==> config.mk <==
export PLATFORM = sky130hd
export DESIGN_NAME = oflow_core_top
export DESIGN_NICKNAME = d
export VERILOG_FILES = /design/src/hdl/oflow_core_pkg.sv /design/src/hdl/oflow_ctrl_pkg.sv /design/src/hdl/oflow_core_fsm_fe.sv /design/src/hdl/oflow_core_fsm_registration.sv /design/src/hdl/oflow_core_fsm_top.sv /design/src/hdl/oflow_core_top.sv /design/src/hdl/oflow_pe.sv
export VERILOG_INCLUDE_DIRS = /design/src /design/src/hdl
export SDC_FILE = /design/constraint.sdc
export NUM_CORES = 1
export LEC_CHECK = 0
export BUFFER_PORTS_ARGS = -buffer_cell sky130_fd_sc_hd__buf_2
export CAP_MARGIN = 20
export CORE_MARGIN = 5
export CORE_UTILIZATION = 50
export CTS_CLUSTER_SIZE = 28
export DETAILED_ROUTE_END_ITERATION = 8
export PLACE_DENSITY = 0.76
export SYNTH_ARGS = -nofsm -noshare
export SYNTH_HDL_FRONTEND = slang
export SYNTH_SLANG_ARGS = --single-unit
==> constraint.sdc <==
create_clock -name clk -period 5.2 [get_ports clk]
set_input_delay 0.26 -clock clk [delete_from_list [all_inputs] [get_ports clk]]
set_output_delay 0.26 -clock clk [all_outputs]
set_load 0.02 [all_outputs]
==> src/hdl/oflow_params.svh <==
// oflow core parameters
`ifndef OFLOW_PARAMS_SVH
`define OFLOW_PARAMS_SVH

// ----------------------------------------------------------------------------
// PE array
// ----------------------------------------------------------------------------
// number of PEs, also the largest set
`define PE_NUM 8

// ----------------------------------------------------------------------------
// field widths
// ----------------------------------------------------------------------------
// set count and set counter
`define SET_LEN 4
// box counts, up to 127 boxes
`define REMAIN_BBOX_LEN 7
// frame counter
`define TOTAL_FRAME_NUM_WIDTH 8
// feature value
`define FEATURE_LEN 16

// post-processing latencies in cycles, both at least 2
`define REG_LAT 3
`define SCORE_LAT 5
// latency counter
`define LAT_CNT_LEN 4

`endif

==> src/hdl/oflow_core_pkg.sv <==
// oflow core data types
`include "oflow_params.svh"

package oflow_core_pkg;

	// box count or box index
	typedef logic [`REMAIN_BBOX_LEN-1:0] bbox_cnt_t;

	// set count or set index
	typedef logic [`SET_LEN-1:0] set_cnt_t;

	// frame number
	typedef logic [`TOTAL_FRAME_NUM_WIDTH-1:0] frame_num_t;

	// one bit per PE
	typedef logic [`PE_NUM-1:0] pe_mask_t;

	// feature of a box or of a whole set
	typedef logic [`FEATURE_LEN-1:0] feature_t;

endpackage

==> src/hdl/oflow_ctrl_pkg.sv <==
// oflow control state types
package oflow_ctrl_pkg;

	// set dispatcher
	typedef enum logic [1:0] {fe_idle_st, fe_run_st, fe_wait_st} fe_state_t;

	// registration / score calculation
	typedef enum logic [1:0] {reg_idle_st, reg_busy_st, reg_done_st} reg_state_t;

	// frame sequencer
	typedef enum logic {top_idle_st, top_run_st} top_state_t;

endpackage

==> src/hdl/oflow_core_fsm_fe.sv <==
// oflow set dispatcher
`timescale 1ns/100ps
`include "oflow_params.svh"

module oflow_core_fsm_fe (
	input  logic                       clk,
	input  logic                       reset_N,
	// frame sequencer
	input  oflow_core_pkg::set_cnt_t   num_of_sets,
	input  logic                       start_pe,
	// remaining boxes, counting the current set
	input  oflow_core_pkg::bbox_cnt_t  counter_of_remain_bboxes,
	input  logic                       new_set,
	input  oflow_core_pkg::frame_num_t frame_num,
	output oflow_core_pkg::set_cnt_t   counter_set_fe,
	// registration / score calculation
	input  logic                       done_registration,
	input  logic                       done_score_calc,
	output logic                       done_fe,
	// PE array
	input  oflow_core_pkg::pe_mask_t   done_fe_i,
	output oflow_core_pkg::pe_mask_t   start_fe_i,
	output oflow_core_pkg::pe_mask_t   not_start_fe_i,
	output logic                       ready_new_set
);

	oflow_ctrl_pkg::fe_state_t current_state;
	oflow_ctrl_pkg::fe_state_t next_state;

	// second cycle of fe state
	logic                     in_fe_q;
	// mask sent with the last start
	oflow_core_pkg::pe_mask_t active_mask_q;
	// previous set post-processed
	logic                     post_done_q;
	logic                     post_strobe;
	logic                     post_ok;
	logic                     last_set;
	logic                     leave_wait;
	oflow_core_pkg::pe_mask_t set_mask;

	// ------------------------------------------------------------------------
	// set mask
	// ------------------------------------------------------------------------
	assign last_set = (counter_set_fe == oflow_core_pkg::set_cnt_t'(num_of_sets - 1'b1));

	// low r bits on the last set
	assign set_mask = last_set ?
		oflow_core_pkg::pe_mask_t'({`PE_NUM{1'b1}} >> (`PE_NUM - counter_of_remain_bboxes)) :
		{`PE_NUM{1'b1}};

	// strobe follows the frame: registration on frame 0 only
	assign post_strobe = (frame_num == '0) ? done_registration : done_score_calc;

	// set 0 never waits
	assign post_ok = (counter_set_fe == '0) || post_done_q || post_strobe;

	// ------------------------------------------------------------------------
	// next state
	// ------------------------------------------------------------------------
	always_comb begin
		next_state     = current_state;
		start_fe_i     = '0;
		not_start_fe_i = '0;
		done_fe        = 1'b0;
		leave_wait     = 1'b0;
		case (current_state)
			oflow_ctrl_pkg::fe_idle_st: begin
				if (start_pe) begin
					next_state = oflow_ctrl_pkg::fe_run_st;
				end
			end
			oflow_ctrl_pkg::fe_run_st: begin
				// first cycle lets base and remaining settle
				if (in_fe_q) begin
					if (counter_set_fe < num_of_sets) begin
						start_fe_i     = set_mask;
						not_start_fe_i = ~set_mask;
						next_state     = oflow_ctrl_pkg::fe_wait_st;
					end else begin
						next_state = oflow_ctrl_pkg::fe_idle_st;
					end
				end
			end
			oflow_ctrl_pkg::fe_wait_st: begin
				// all started PEs done, previous set out of post-processing
				done_fe = (done_fe_i == active_mask_q) && post_ok;
				if (done_fe) begin
					leave_wait = new_set;
					next_state = new_set ? oflow_ctrl_pkg::fe_run_st : oflow_ctrl_pkg::fe_idle_st;
				end
			end
			default: next_state = oflow_ctrl_pkg::fe_idle_st;
		endcase
	end

	// ------------------------------------------------------------------------
	// registers
	// ------------------------------------------------------------------------
	always_ff @(posedge clk or negedge reset_N) begin
		if (!reset_N) begin
			current_state  <= oflow_ctrl_pkg::fe_idle_st;
			in_fe_q        <= 1'b0;
			active_mask_q  <= '0;
			counter_set_fe <= '0;
			ready_new_set  <= 1'b0;
			post_done_q    <= 1'b0;
		end else begin
			current_state <= next_state;
			in_fe_q       <= (current_state == oflow_ctrl_pkg::fe_run_st);
			ready_new_set <= leave_wait;
			if (start_fe_i != '0) begin
				active_mask_q <= start_fe_i;
			end
			// set counter
			if (current_state == oflow_ctrl_pkg::fe_idle_st) begin
				counter_set_fe <= '0;
			end else if (leave_wait) begin
				counter_set_fe <= counter_set_fe + 1'b1;
			end
			// sticky strobe, the pulse may come before the PEs finish
			if (current_state == oflow_ctrl_pkg::fe_idle_st || done_fe) begin
				post_done_q <= 1'b0;
			end else if (post_strobe) begin
				post_done_q <= 1'b1;
			end
		end
	end

	// one started PE per remaining box up to PE_NUM
	a_start_mask: assert property (@(posedge clk) disable iff (!reset_N)
		(start_fe_i != '0) |->
		($countones(start_fe_i) == ((counter_of_remain_bboxes > `PE_NUM) ?
			`PE_NUM : counter_of_remain_bboxes)));

endmodule

==> src/hdl/oflow_core_fsm_registration.sv <==
// oflow set post-processing
`timescale 1ns/100ps
`include "oflow_params.svh"

module oflow_core_fsm_registration (
	input  logic                                    clk,
	input  logic                                    reset_N,
	// dispatcher
	input  logic                                    done_fe,
	input  oflow_core_pkg::frame_num_t              frame_num,
	input  oflow_core_pkg::set_cnt_t                counter_set_fe,
	// PE array
	input  oflow_core_pkg::pe_mask_t                active_mask_i,
	input  oflow_core_pkg::feature_t [`PE_NUM-1:0]  pe_feature_i,
	input  logic                                    last_set_i,
	// strobes back to dispatcher
	output logic                                    done_registration,
	output logic                                    done_score_calc,
	// set result
	output logic                                    set_valid_o,
	output oflow_core_pkg::set_cnt_t                set_index_o,
	output oflow_core_pkg::pe_mask_t                set_mask_o,
	output oflow_core_pkg::feature_t                set_feature_o,
	output logic                                    frame_done_o
);

	oflow_ctrl_pkg::reg_state_t state_q;
	logic                       done_fe_q;
	logic                       fe_rise;
	logic [`LAT_CNT_LEN-1:0]    lat_cnt;
	oflow_core_pkg::feature_t   fold;
	// captured with the set
	logic                       score_q;
	logic                       last_q;

	assign fe_rise = done_fe && !done_fe_q;

	// xor of the active features
	always_comb begin
		fold = '0;
		for (int i = 0; i < `PE_NUM; i++) begin
			if (active_mask_i[i]) begin
				fold ^= pe_feature_i[i];
			end
		end
	end

	// set payload
	always_ff @(posedge clk) begin
		if (fe_rise) begin
			set_feature_o <= fold;
			set_mask_o    <= active_mask_i;
			set_index_o   <= counter_set_fe;
			score_q       <= (frame_num != '0);
			last_q        <= last_set_i;
		end
	end

	// ------------------------------------------------------------------------
	// latency FSM, rise to set_valid_o is LAT cycles
	// ------------------------------------------------------------------------
	always_ff @(posedge clk or negedge reset_N) begin
		if (!reset_N) begin
			state_q      <= oflow_ctrl_pkg::reg_idle_st;
			done_fe_q    <= 1'b0;
			lat_cnt      <= '0;
			frame_done_o <= 1'b0;
		end else begin
			done_fe_q    <= done_fe;
			frame_done_o <= set_valid_o && last_q;
			if (fe_rise) begin
				state_q <= oflow_ctrl_pkg::reg_busy_st;
				lat_cnt <= (frame_num == '0) ? `LAT_CNT_LEN'(`REG_LAT - 2) :
					`LAT_CNT_LEN'(`SCORE_LAT - 2);
			end else if (state_q == oflow_ctrl_pkg::reg_busy_st) begin
				if (lat_cnt == '0) begin
					state_q <= oflow_ctrl_pkg::reg_done_st;
				end else begin
					lat_cnt <= lat_cnt - 1'b1;
				end
			end else if (state_q == oflow_ctrl_pkg::reg_done_st) begin
				state_q <= oflow_ctrl_pkg::reg_idle_st;
			end
		end
	end

	assign set_valid_o       = (state_q == oflow_ctrl_pkg::reg_done_st);
	assign done_registration = set_valid_o && !score_q;
	assign done_score_calc   = set_valid_o && score_q;

	// only the strobe that fits the current frame number
	a_one_strobe: assert property (@(posedge clk) disable iff (!reset_N)
		(done_registration || done_score_calc) |->
		(done_registration == (frame_num == '0)) && (done_score_calc == (frame_num != '0)));

	// dispatcher holds the next set until this one is out
	a_no_overlap: assert property (@(posedge clk) disable iff (!reset_N)
		fe_rise |-> (state_q != oflow_ctrl_pkg::reg_busy_st));

endmodule

==> src/hdl/oflow_core_fsm_top.sv <==
// oflow frame sequencer
`timescale 1ns/100ps
`include "oflow_params.svh"

module oflow_core_fsm_top (
	input  logic                       clk,
	input  logic                       reset_N,
	// frame request
	input  logic                       frame_start_i,
	input  oflow_core_pkg::bbox_cnt_t  bbox_count_i,
	// from dispatcher
	input  oflow_core_pkg::set_cnt_t   counter_set_fe,
	input  logic                       ready_new_set,
	// from registration
	input  logic                       frame_done_i,
	// to dispatcher
	output oflow_core_pkg::set_cnt_t   num_of_sets,
	output logic                       start_pe,
	output oflow_core_pkg::bbox_cnt_t  counter_of_remain_bboxes,
	output logic                       new_set,
	output oflow_core_pkg::frame_num_t frame_num,
	// to PE array
	output oflow_core_pkg::bbox_cnt_t  bbox_base_o,
	output logic                       busy_o
);

	oflow_ctrl_pkg::top_state_t state_q;

	// ------------------------------------------------------------------------
	// frame state, set bookkeeping
	// ------------------------------------------------------------------------
	always_ff @(posedge clk or negedge reset_N) begin
		if (!reset_N) begin
			state_q                  <= oflow_ctrl_pkg::top_idle_st;
			start_pe                 <= 1'b0;
			num_of_sets              <= '0;
			counter_of_remain_bboxes <= '0;
			bbox_base_o              <= '0;
			frame_num                <= '0;
		end else begin
			// single cycle kick
			start_pe <= 1'b0;
			case (state_q)
				oflow_ctrl_pkg::top_idle_st: begin
					if (frame_start_i) begin
						state_q <= oflow_ctrl_pkg::top_run_st;
						// ceil(n / PE_NUM)
						num_of_sets <= oflow_core_pkg::set_cnt_t'(
							(bbox_count_i + (`PE_NUM - 1)) / `PE_NUM);
						counter_of_remain_bboxes <= bbox_count_i;
						bbox_base_o              <= '0;
						start_pe                 <= 1'b1;
					end
				end
				oflow_ctrl_pkg::top_run_st: begin
					// next set, step base and remaining together
					if (ready_new_set) begin
						bbox_base_o              <= bbox_base_o + `PE_NUM;
						counter_of_remain_bboxes <= counter_of_remain_bboxes - `PE_NUM;
					end
					// last set post-processed
					if (frame_done_i) begin
						state_q   <= oflow_ctrl_pkg::top_idle_st;
						frame_num <= frame_num + 1'b1;
					end
				end
				default: state_q <= oflow_ctrl_pkg::top_idle_st;
			endcase
		end
	end

	assign busy_o = (state_q == oflow_ctrl_pkg::top_run_st);

	// another set still to dispatch after the current one
	assign new_set = busy_o &&
		(oflow_core_pkg::set_cnt_t'(counter_set_fe + 1'b1) < num_of_sets);

	// no new frame while one is in flight
	a_no_start_busy: assert property (@(posedge clk) disable iff (!reset_N)
		frame_start_i |-> !busy_o);

endmodule

==> src/hdl/oflow_core_top.sv <==
// oflow core feature-extraction top
`timescale 1ns/100ps
`include "oflow_params.svh"

module oflow_core_top (
	input  logic                       clk,
	input  logic                       reset_N,
	input  logic                       frame_start_i,
	input  oflow_core_pkg::bbox_cnt_t  bbox_count_i,
	output logic                       busy_o,
	output logic                       set_valid_o,
	output oflow_core_pkg::set_cnt_t   set_index_o,
	output oflow_core_pkg::pe_mask_t   set_mask_o,
	output oflow_core_pkg::feature_t   set_feature_o,
	output logic                       frame_done_o,
	output oflow_core_pkg::frame_num_t frame_num_o
);

	// sequencer to dispatcher
	oflow_core_pkg::set_cnt_t                num_of_sets;
	oflow_core_pkg::set_cnt_t                counter_set_fe;
	oflow_core_pkg::bbox_cnt_t               counter_of_remain_bboxes;
	oflow_core_pkg::bbox_cnt_t               bbox_base;
	logic                                    start_pe;
	logic                                    new_set;
	logic                                    ready_new_set;
	// dispatcher and post-processing
	logic                                    done_fe;
	logic                                    done_registration;
	logic                                    done_score_calc;
	// PE array
	oflow_core_pkg::pe_mask_t                start_fe_i;
	oflow_core_pkg::pe_mask_t                not_start_fe_i;
	oflow_core_pkg::pe_mask_t                done_fe_i;
	oflow_core_pkg::feature_t [`PE_NUM-1:0]  pe_feature;

	oflow_core_fsm_top u_fsm_top (
		.clk (clk), .reset_N (reset_N), .frame_start_i (frame_start_i),
		.bbox_count_i (bbox_count_i), .counter_set_fe (counter_set_fe),
		.ready_new_set (ready_new_set), .frame_done_i (frame_done_o),
		.num_of_sets (num_of_sets), .start_pe (start_pe),
		.counter_of_remain_bboxes (counter_of_remain_bboxes), .new_set (new_set),
		.frame_num (frame_num_o), .bbox_base_o (bbox_base), .busy_o (busy_o)
	);

	oflow_core_fsm_fe u_fsm_fe (
		.clk (clk), .reset_N (reset_N), .num_of_sets (num_of_sets), .start_pe (start_pe),
		.counter_of_remain_bboxes (counter_of_remain_bboxes), .new_set (new_set),
		.frame_num (frame_num_o), .counter_set_fe (counter_set_fe),
		.done_registration (done_registration), .done_score_calc (done_score_calc),
		.done_fe (done_fe), .done_fe_i (done_fe_i), .start_fe_i (start_fe_i),
		.not_start_fe_i (not_start_fe_i), .ready_new_set (ready_new_set)
	);

	// done mask equals the start mask at the rising edge of done_fe
	oflow_core_fsm_registration u_fsm_reg (
		.clk (clk), .reset_N (reset_N), .done_fe (done_fe), .frame_num (frame_num_o),
		.counter_set_fe (counter_set_fe), .active_mask_i (done_fe_i),
		.pe_feature_i (pe_feature), .last_set_i (!new_set),
		.done_registration (done_registration), .done_score_calc (done_score_calc),
		.set_valid_o (set_valid_o), .set_index_o (set_index_o), .set_mask_o (set_mask_o),
		.set_feature_o (set_feature_o), .frame_done_o (frame_done_o)
	);

	// PE g takes box base + g
	for (genvar g = 0; g < `PE_NUM; g++) begin : g_pe
		oflow_pe u_pe (
			.clk (clk), .reset_N (reset_N),
			.start_i (start_fe_i[g]), .clear_i (not_start_fe_i[g]),
			.bbox_index_i (oflow_core_pkg::bbox_cnt_t'(bbox_base + g)),
			.frame_num_i (frame_num_o), .done_o (done_fe_i[g]), .feature_o (pe_feature[g])
		);
	end

endmodule

==> src/hdl/oflow_pe.sv <==
// oflow feature-extraction PE
`timescale 1ns/100ps

module oflow_pe (
	input  logic                       clk,
	input  logic                       reset_N,
	// dispatcher strobes
	input  logic                       start_i,
	input  logic                       clear_i,
	// work item
	input  oflow_core_pkg::bbox_cnt_t  bbox_index_i,
	input  oflow_core_pkg::frame_num_t frame_num_i,
	// held until next start or clear
	output logic                       done_o,
	output oflow_core_pkg::feature_t   feature_o
);

	oflow_core_pkg::bbox_cnt_t  bbox_q;
	oflow_core_pkg::frame_num_t frame_q;
	logic [2:0]                 cnt_q;
	logic                       busy_q;

	// work item kept for the feature
	always_ff @(posedge clk) begin
		if (start_i) begin
			bbox_q  <= bbox_index_i;
			frame_q <= frame_num_i;
		end
	end

	// done lands 2 + (index mod 4) cycles after start
	always_ff @(posedge clk or negedge reset_N) begin
		if (!reset_N) begin
			busy_q    <= 1'b0;
			cnt_q     <= '0;
			done_o    <= 1'b0;
			feature_o <= '0;
		end else if (clear_i) begin
			busy_q    <= 1'b0;
			cnt_q     <= '0;
			done_o    <= 1'b0;
			feature_o <= '0;
		end else if (start_i) begin
			busy_q <= 1'b1;
			cnt_q  <= 3'd1 + 3'(bbox_index_i[1:0]);
			done_o <= 1'b0;
		end else if (busy_q) begin
			if (cnt_q == 3'd1) begin
				busy_q <= 1'b0;
				done_o <= 1'b1;
				// index * 0x9E37 + frame * 0x0101, mod 2^16
				feature_o <= oflow_core_pkg::feature_t'(bbox_q) * 16'h9E37 +
					oflow_core_pkg::feature_t'(frame_q) * 16'h0101;
			end else begin
				cnt_q <= cnt_q - 1'b1;
			end
		end
	end

endmodule

# --- After elaboration in Yosys (flattened, before gate mapping) ---
# Index checks and enable logic that the tools add are counted.
# Widths: inputs -> output; s select.
word_totals:
  ff_bits: 371
  latch_bits: 0
  ramBits: 0
  mem_bits_ro: 0
  inputBits: 10
  output_inout_bits: 39
  wordCells: 432
  n_memories: 0
op_classes:
  addsub: 39
  multipliers: 16
  n_div: 0
  magnitude_cmp: 2
  eq_ne: 37
  n_shift: 1
  mux: 175
  bitwise: 9
  n_reduce_logical: 84
ops:
  columns: ["cell", "count"]
  rows:
  - ["$mux 16", 40]
  - ["$add 16x16->16", 8]
  - ["$mul 7x16->16 const B", 8]
  - ["$mul 8x9->16 const B", 8]
  - ["$xor 16x16->16", 7]
  - ["$mux 3", 32]
  - ["$mux 1", 74]
  - ["$mux 8", 7]
  - ["$reduce_bool 3->1", 17]
  - ["$reduce_and 2->1", 21]
  - ["$reduce_bool 2->1", 19]
  - ["$add 7x3->7 const B", 5]
  - ["$shr 8x32->8 const A", 1]
  - ["$mux 7", 4]
  - ["$pmux 7 s2", 2]
  - ["$reduce_and 3->1", 9]
  - ["$add 1x2->3 const A", 8]
  - ["$eq 3x1->1 const B", 8]
  - ["$ne 3x3->1 const B", 8]
  - ["$sub 3x1->3 const B", 8]
  - ["$mux 4", 5]
  - ["$ne 2x2->1 const B", 10]
  - ["$mux 2", 9]
  - ["$reduce_bool 8->1", 2]
  - ["other kinds (25)", 43]

# --- Depth between registers and ports, before layout ---
depth:
  ltp_word: 15
  mapped_depth: 19
  ltp_nobuf: 19

# --- By module ---
# Synthesis repeated with hierarchy kept, for this count alone.
unflattened:
  hier_cells: 3407
  hier_area_um2: 34033.9
by_module_without_submodules:
  columns: ["module", "n_inst", "cells_each", "area_each_um2", "seq_area_each_um2"]
  rows:
  - ["oflow_pe at g_pe[1].u_pe ...", 4, 347, 3497.1, 975.9]
  - ["oflow_pe at g_pe[6].u_pe", 1, 349, 3504.6, 975.9]
  - ["oflow_pe at g_pe[5].u_pe", 1, 334, 3467.1, 975.9]
  - ["oflow_pe at g_pe[0].u_pe", 1, 334, 3464.6, 975.9]
  - ["oflow_pe at g_pe[7].u_pe", 1, 315, 3432.0, 975.9]
  - ["oflow_core_fsm_registration", 1, 328, 2927.8, 1101.1]
  - ["oflow_core_fsm_top", 1, 132, 1347.5, 625.6]
  - ["oflow_core_fsm_fe", 1, 148, 1293.7, 425.4]
  - ["oflow_core_top", 1, 79, 608.1, 0.0]

# --- Worst setup path after synthesis ---
# OpenSTA, ideal clock, no wires.
synth_path:
  kind: "register -> register"
  startpoint: "register g_pe[5].u_pe.bbox_q[3]"
  endpoint: "register g_pe[5].u_pe.feature_o[15]"
  setup_time_ps: 122
  arrival_time_ps: 4628
  required_time_ps: 5078
  setup_slack_ps: 450
  path_stages_with_launch: 19
  path_buffers: 0
  period_less_slack_ps: 4750
  path_cell_list: "edfxtp_1 -> inv_1 -> fa_1 -> ha_1 -> inv_1 -> ha_1 -> ha_1 -> inv_1 -> fa_1 -> inv_1 -> ha_1 -> inv_1 -> ha_1 -> a211oi_1 -> nor2_1 -> o31ai_1 -> a2111oi_0 -> or3_1 -> a32o_1"
synth_between:
  elab_chain_len: 6
synth_rtl:
  columns: ["item", "line", "text"]
  rows:
  - ["from (decl)", "oflow_pe.sv:18", "oflow_core_pkg::bbox_cnt_t bbox_q;"]
  - ["from (signal assigned)", "oflow_pe.sv:26", "bbox_q <= bbox_index_i;"]
  - ["$mul 7x16->16", "oflow_pe.sv:52", "feature_o <= oflow_core_pkg::feature_t'(bbox_q) * 16'h9E37 +"]
  - ["$add 16x16->16", "oflow_pe.sv:52", null]
  - ["$mux 16", "oflow_pe.sv:48", "if (cnt_q == 3'd1) begin"]
  - ["$mux 16", "oflow_pe.sv:47", "end else if (busy_q) begin"]
  - ["$mux 16", "oflow_pe.sv:43", "end else if (start_i) begin"]
  - ["$mux 16", "oflow_pe.sv:38", "end else if (clear_i) begin"]
  - ["to (signal assigned)", "oflow_pe.sv:52", null]
  - ["to (decl)", "oflow_pe.sv:15", "output oflow_core_pkg::feature_t feature_o"]
# No other way between the ends. The select of a mux whose other input is x is not followed.
# A chain may end at the register's enable or synchronous reset.

# --- Worst setup path after layout ---
layout_path:
  startpoint: "register g_pe[5].u_pe.bbox_q[4]"
  endpoint: "register g_pe[5].u_pe.feature_o[15]"
# Same word-level chain as after synthesis.

==> reports/qor.txt <==
status: completed
core area: 57810 sq um
RSZ-0062 raised after global routing: no
Initial Util: 50.58%
Max Freq: 203.7 MHz
setup tns final: 0 ps
GRT Residual Overflow: 0
worst hold path class: in2reg
first-pass GRT wire length: 104.2 mm
synth-to-layout area growth: 8.803%
VDD IR max: 0.2486 mV
Final ANT Viol Nets: 0
Synth Flop Type: dfrtp_1
post-route clock period utilization: 94.39%
min Tclk post-route: 4908 ps
final count of hold timing violations: 0
Fillers: 4923
Async SR Flop Fraction: 63.37%
Die Ht: 251.8 um
gp weighted congestion: 0.9022
CTS Buf Count: 38
P per Cell Area: 182.5 nW/um^2
commonest non-fill, non-tap cell in the layout: ha_1
half-perimeter wire length after placement: 50.07 mm
fin nets: 3656
DRC viols: 0
final setup fails: 0
vias in the first global route: 19740
critical path class: reg2reg
clk_lat worst skew: 540 ps
area of the multi-input gates: 17950 sq um
syn avg cell area: 10.26 sq um
share of power burned in registers: 48.3%
crit path DAT: 5340 ps
Max Buffers Root-to-Sink: 3
actual slew at the worst max-slew pin: 1021 ps
Yosys top cell area share: 23.45%
worst setup margin: 291.6 ps
share of layout cells above drive strength 1: 5.408%
FF+latch count, synth: 344
Yosys top cell by area: ha_1
Worst setup SP type: flip-flop
utilization after layout: 55.03%
Syn Inst Count: 2850
initial DRC count: 1262
Comb power frac: 5.0%
fin. max-slew vios: 0
Pint: 4535 uW
mean number of vias per cell: 5.291
largest net degree at the start of global routing: 115
Place WS: 266.5 ps
register area share after synthesis: 31.60%
CP max FO: 5
leading post-synthesis cells by cell area: ha_1, dfrtp_1, edfxtp_1
CTS Root Cell: clkbuf_16
Vias: 19800
site row count: 88
Post-synth EDFFs: 126
GRT Util Overall: 20.34%
drt wl/cell: 17.26 um
die area: 63410 sq um
yosys synthesis warning count: 0
Cell variety after synth: 76
# port buffers: 48
crit path capture type: flip-flop
# Max-Cap Violations: 0
iteration count of the initial detailed-routing pass: 5
Leak: 0.01546 uW
Clk pwr share: 46.7%
H-Tree Depth: 2
io pins: 49
commonest non-fill, non-tap cells in the layout: ha_1, inv_1, nand2_1, xnor2_1, dfrtp_1
antenna violations before repair: 4
Die X: 251.8 um
Clock Skews: 23.28 ps
synthesized cell area: 29240 sq um
Reg area: 9239 sq um
Rel. slew slack: 31.95%
clock slew at reported path FFs: 60 ps
TritonCTS Sinks: 344
routed wire length: 64.57 mm
CTS tree: yes
Sw Share: 21.87%
sw power: 1269 uW
antenna cell count: 0
WP data required: 5630 ps
setup bufs post-CTS: 0
==> final cells by class <==
class                      instances  share of cell area [%]
multi-input combinational       1976                   56.44
sequential                       344                   29.04
inverter                         514                   6.065
clock buffer                      53                   3.560
tap                              765                   3.009
timing repair buffer              73                   1.455
clock inverter                    17                  0.4248
==> flip-flops by register name, indices dropped and copies added (netlist names), 2 cells and up <==
| signal | count |
|---|---|
| u_fsm_fe.active_mask_q | 8 |
| u_fsm_reg.lat_cnt | 4 |
| g_pe.u_pe.cnt_q | 24 |
| u_fsm_top.num_of_sets | 4 |
| u_fsm_top.frame_num | 8 |
| u_fsm_reg.set_index_o | 4 |
| u_fsm_fe.current_state | 2 |
| u_fsm_top.counter_of_remain_bboxes | 7 |
| u_fsm_fe.counter_set_fe | 4 |
| u_fsm_reg.set_feature_o | 16 |
| g_pe.u_pe.frame_q | 64 |
| g_pe.u_pe.done_o | 8 |
| g_pe.u_pe.feature_o | 128 |
| g_pe.u_pe.bbox_q | 32 |
| u_fsm_reg.set_mask_o | 8 |
| u_fsm_top.bbox_base_o | 4 |
| g_pe.u_pe.busy_q | 8 |
| u_fsm_reg.state_q | 2 |
==> critical path: stages, from the launching register on <==
cell	delay, ps
edfxtp_1	460
inv_1	180
fa_1	480
ha_1	300
inv_1	50
ha_1	280
ha_1	270
inv_1	50
fa_1	560
inv_1	50
ha_1	260
inv_1	40
ha_1	350
a211oi_1	220
nor2_1	110
o31ai_1	320
a2111oi_0	190
or3_1	380
a32o_1	260
==> timing repair <==
| action | CTS | global route |
|---|---|---|
| resized for setup | 0 | 2 |
| endpoints found under the setup margin | 0 | 2 |
| hold buffers | 5 | 0 |
| endpoints found under the hold margin | 117 | 0 |
==> kinds of logic (layout without fill, tap and decap cells) <==
| family | after synthesis | after routing | share of synthesized area (%) |
|---|---|---|---|
| buf+inv | 572 | 657 | 7.562 |
| flops | 344 | 344 | 31.60 |
| mux | 11 | 11 | 0.3980 |
| simple gates | 500 | 500 | 7.605 |
| other cells | 2 | 44 | 0.02569 |
| xor+xnor | 274 | 274 | 8.234 |
| fa+ha+maj | 699 | 699 | 33.79 |
| compound gates | 448 | 448 | 10.78 |
==> per-stage QoR <==
| stage | power [uW] | cell area, sq um | hold slack, ps | cells |
|---|---|---|---|---|
| detailed placement | 3136 | 30490 | 380.1 | 3667 |
| CTS | 5851 | 31810 | 12.56 | 3742 |
| finish | 5804 | 31810 | 29.60 | 3742 |
| global route | 6017 | 31810 | 54.76 | 3742 |
| floorplan | 3047 | 29390 | -35.59 | 2892 |
| global placement | 3133 | 30490 | 383.2 | 3667 |
==> power by group through the flow <==
stage / combinational (uW) / sequential, uW / clock [uW]
floorplan: 194 / 2850 / 0
global placement: 280 / 2850 / 0
detailed placement: 283 / 2850 / 0
CTS: 290 / 2800 / 2760
global route: 333 / 2800 / 2890
finish: 291 / 2800 / 2710
==> path summary, 6_finish.rpt <==
kind                                        startpoint                                    end  slack, ps  cells after the start
worst max register to register  g_pe[5].u_pe.bbox_q[4]             g_pe[5].u_pe.feature_o[15]        290                     18
worst min register to register        u_fsm_reg.last_q                 u_fsm_reg.frame_done_o        450                      1
worst min-delay path                   bbox_count_i[6]  u_fsm_top.counter_of_remain_bboxes[6]         30                      3
max in group asynchronous                      reset_N             g_pe[4].u_pe.feature_o[12]       3710                      3
min in group asynchronous                      reset_N                   u_fsm_reg.lat_cnt[0]        370                      2
worst max-delay path            g_pe[5].u_pe.bbox_q[4]             g_pe[5].u_pe.feature_o[15]        290                     18
==> routing by layer <==
metal	GRT usage [%]	part of all wire, %
met3	2.350	5.5
met1	28.87	45
met2	34.09	47
met4	4.141	2.1
met5	0	0
==> synthesized netlist by cell type, types with 6 or more instances <==
cell type,instances
a211oi_1,30
o31ai_1,9
nor3_1,28
nand3_1,16
fa_1,151
xnor2_1,219
o21ai_0,87
nand2b_1,16
nand2_1,231
and2_1,9
buf_2,12
nor2_1,136
a22o_1,92
o21a_1,24
xor2_1,54
a21oi_1,86
o22ai_1,6
nor2b_1,13
ha_1,548
edfxtp_1,126
mux2i_1,6
inv_1,513
dfrtp_1,218
nand4_1,11
a31oi_1,10
o2bb2ai_1,10
a21o_1,24
a32o_1,6
o21ai_1,6
o211ai_1,7
clkbuf_1,33
Note: power is estimated with default switching activity, not from simulation.
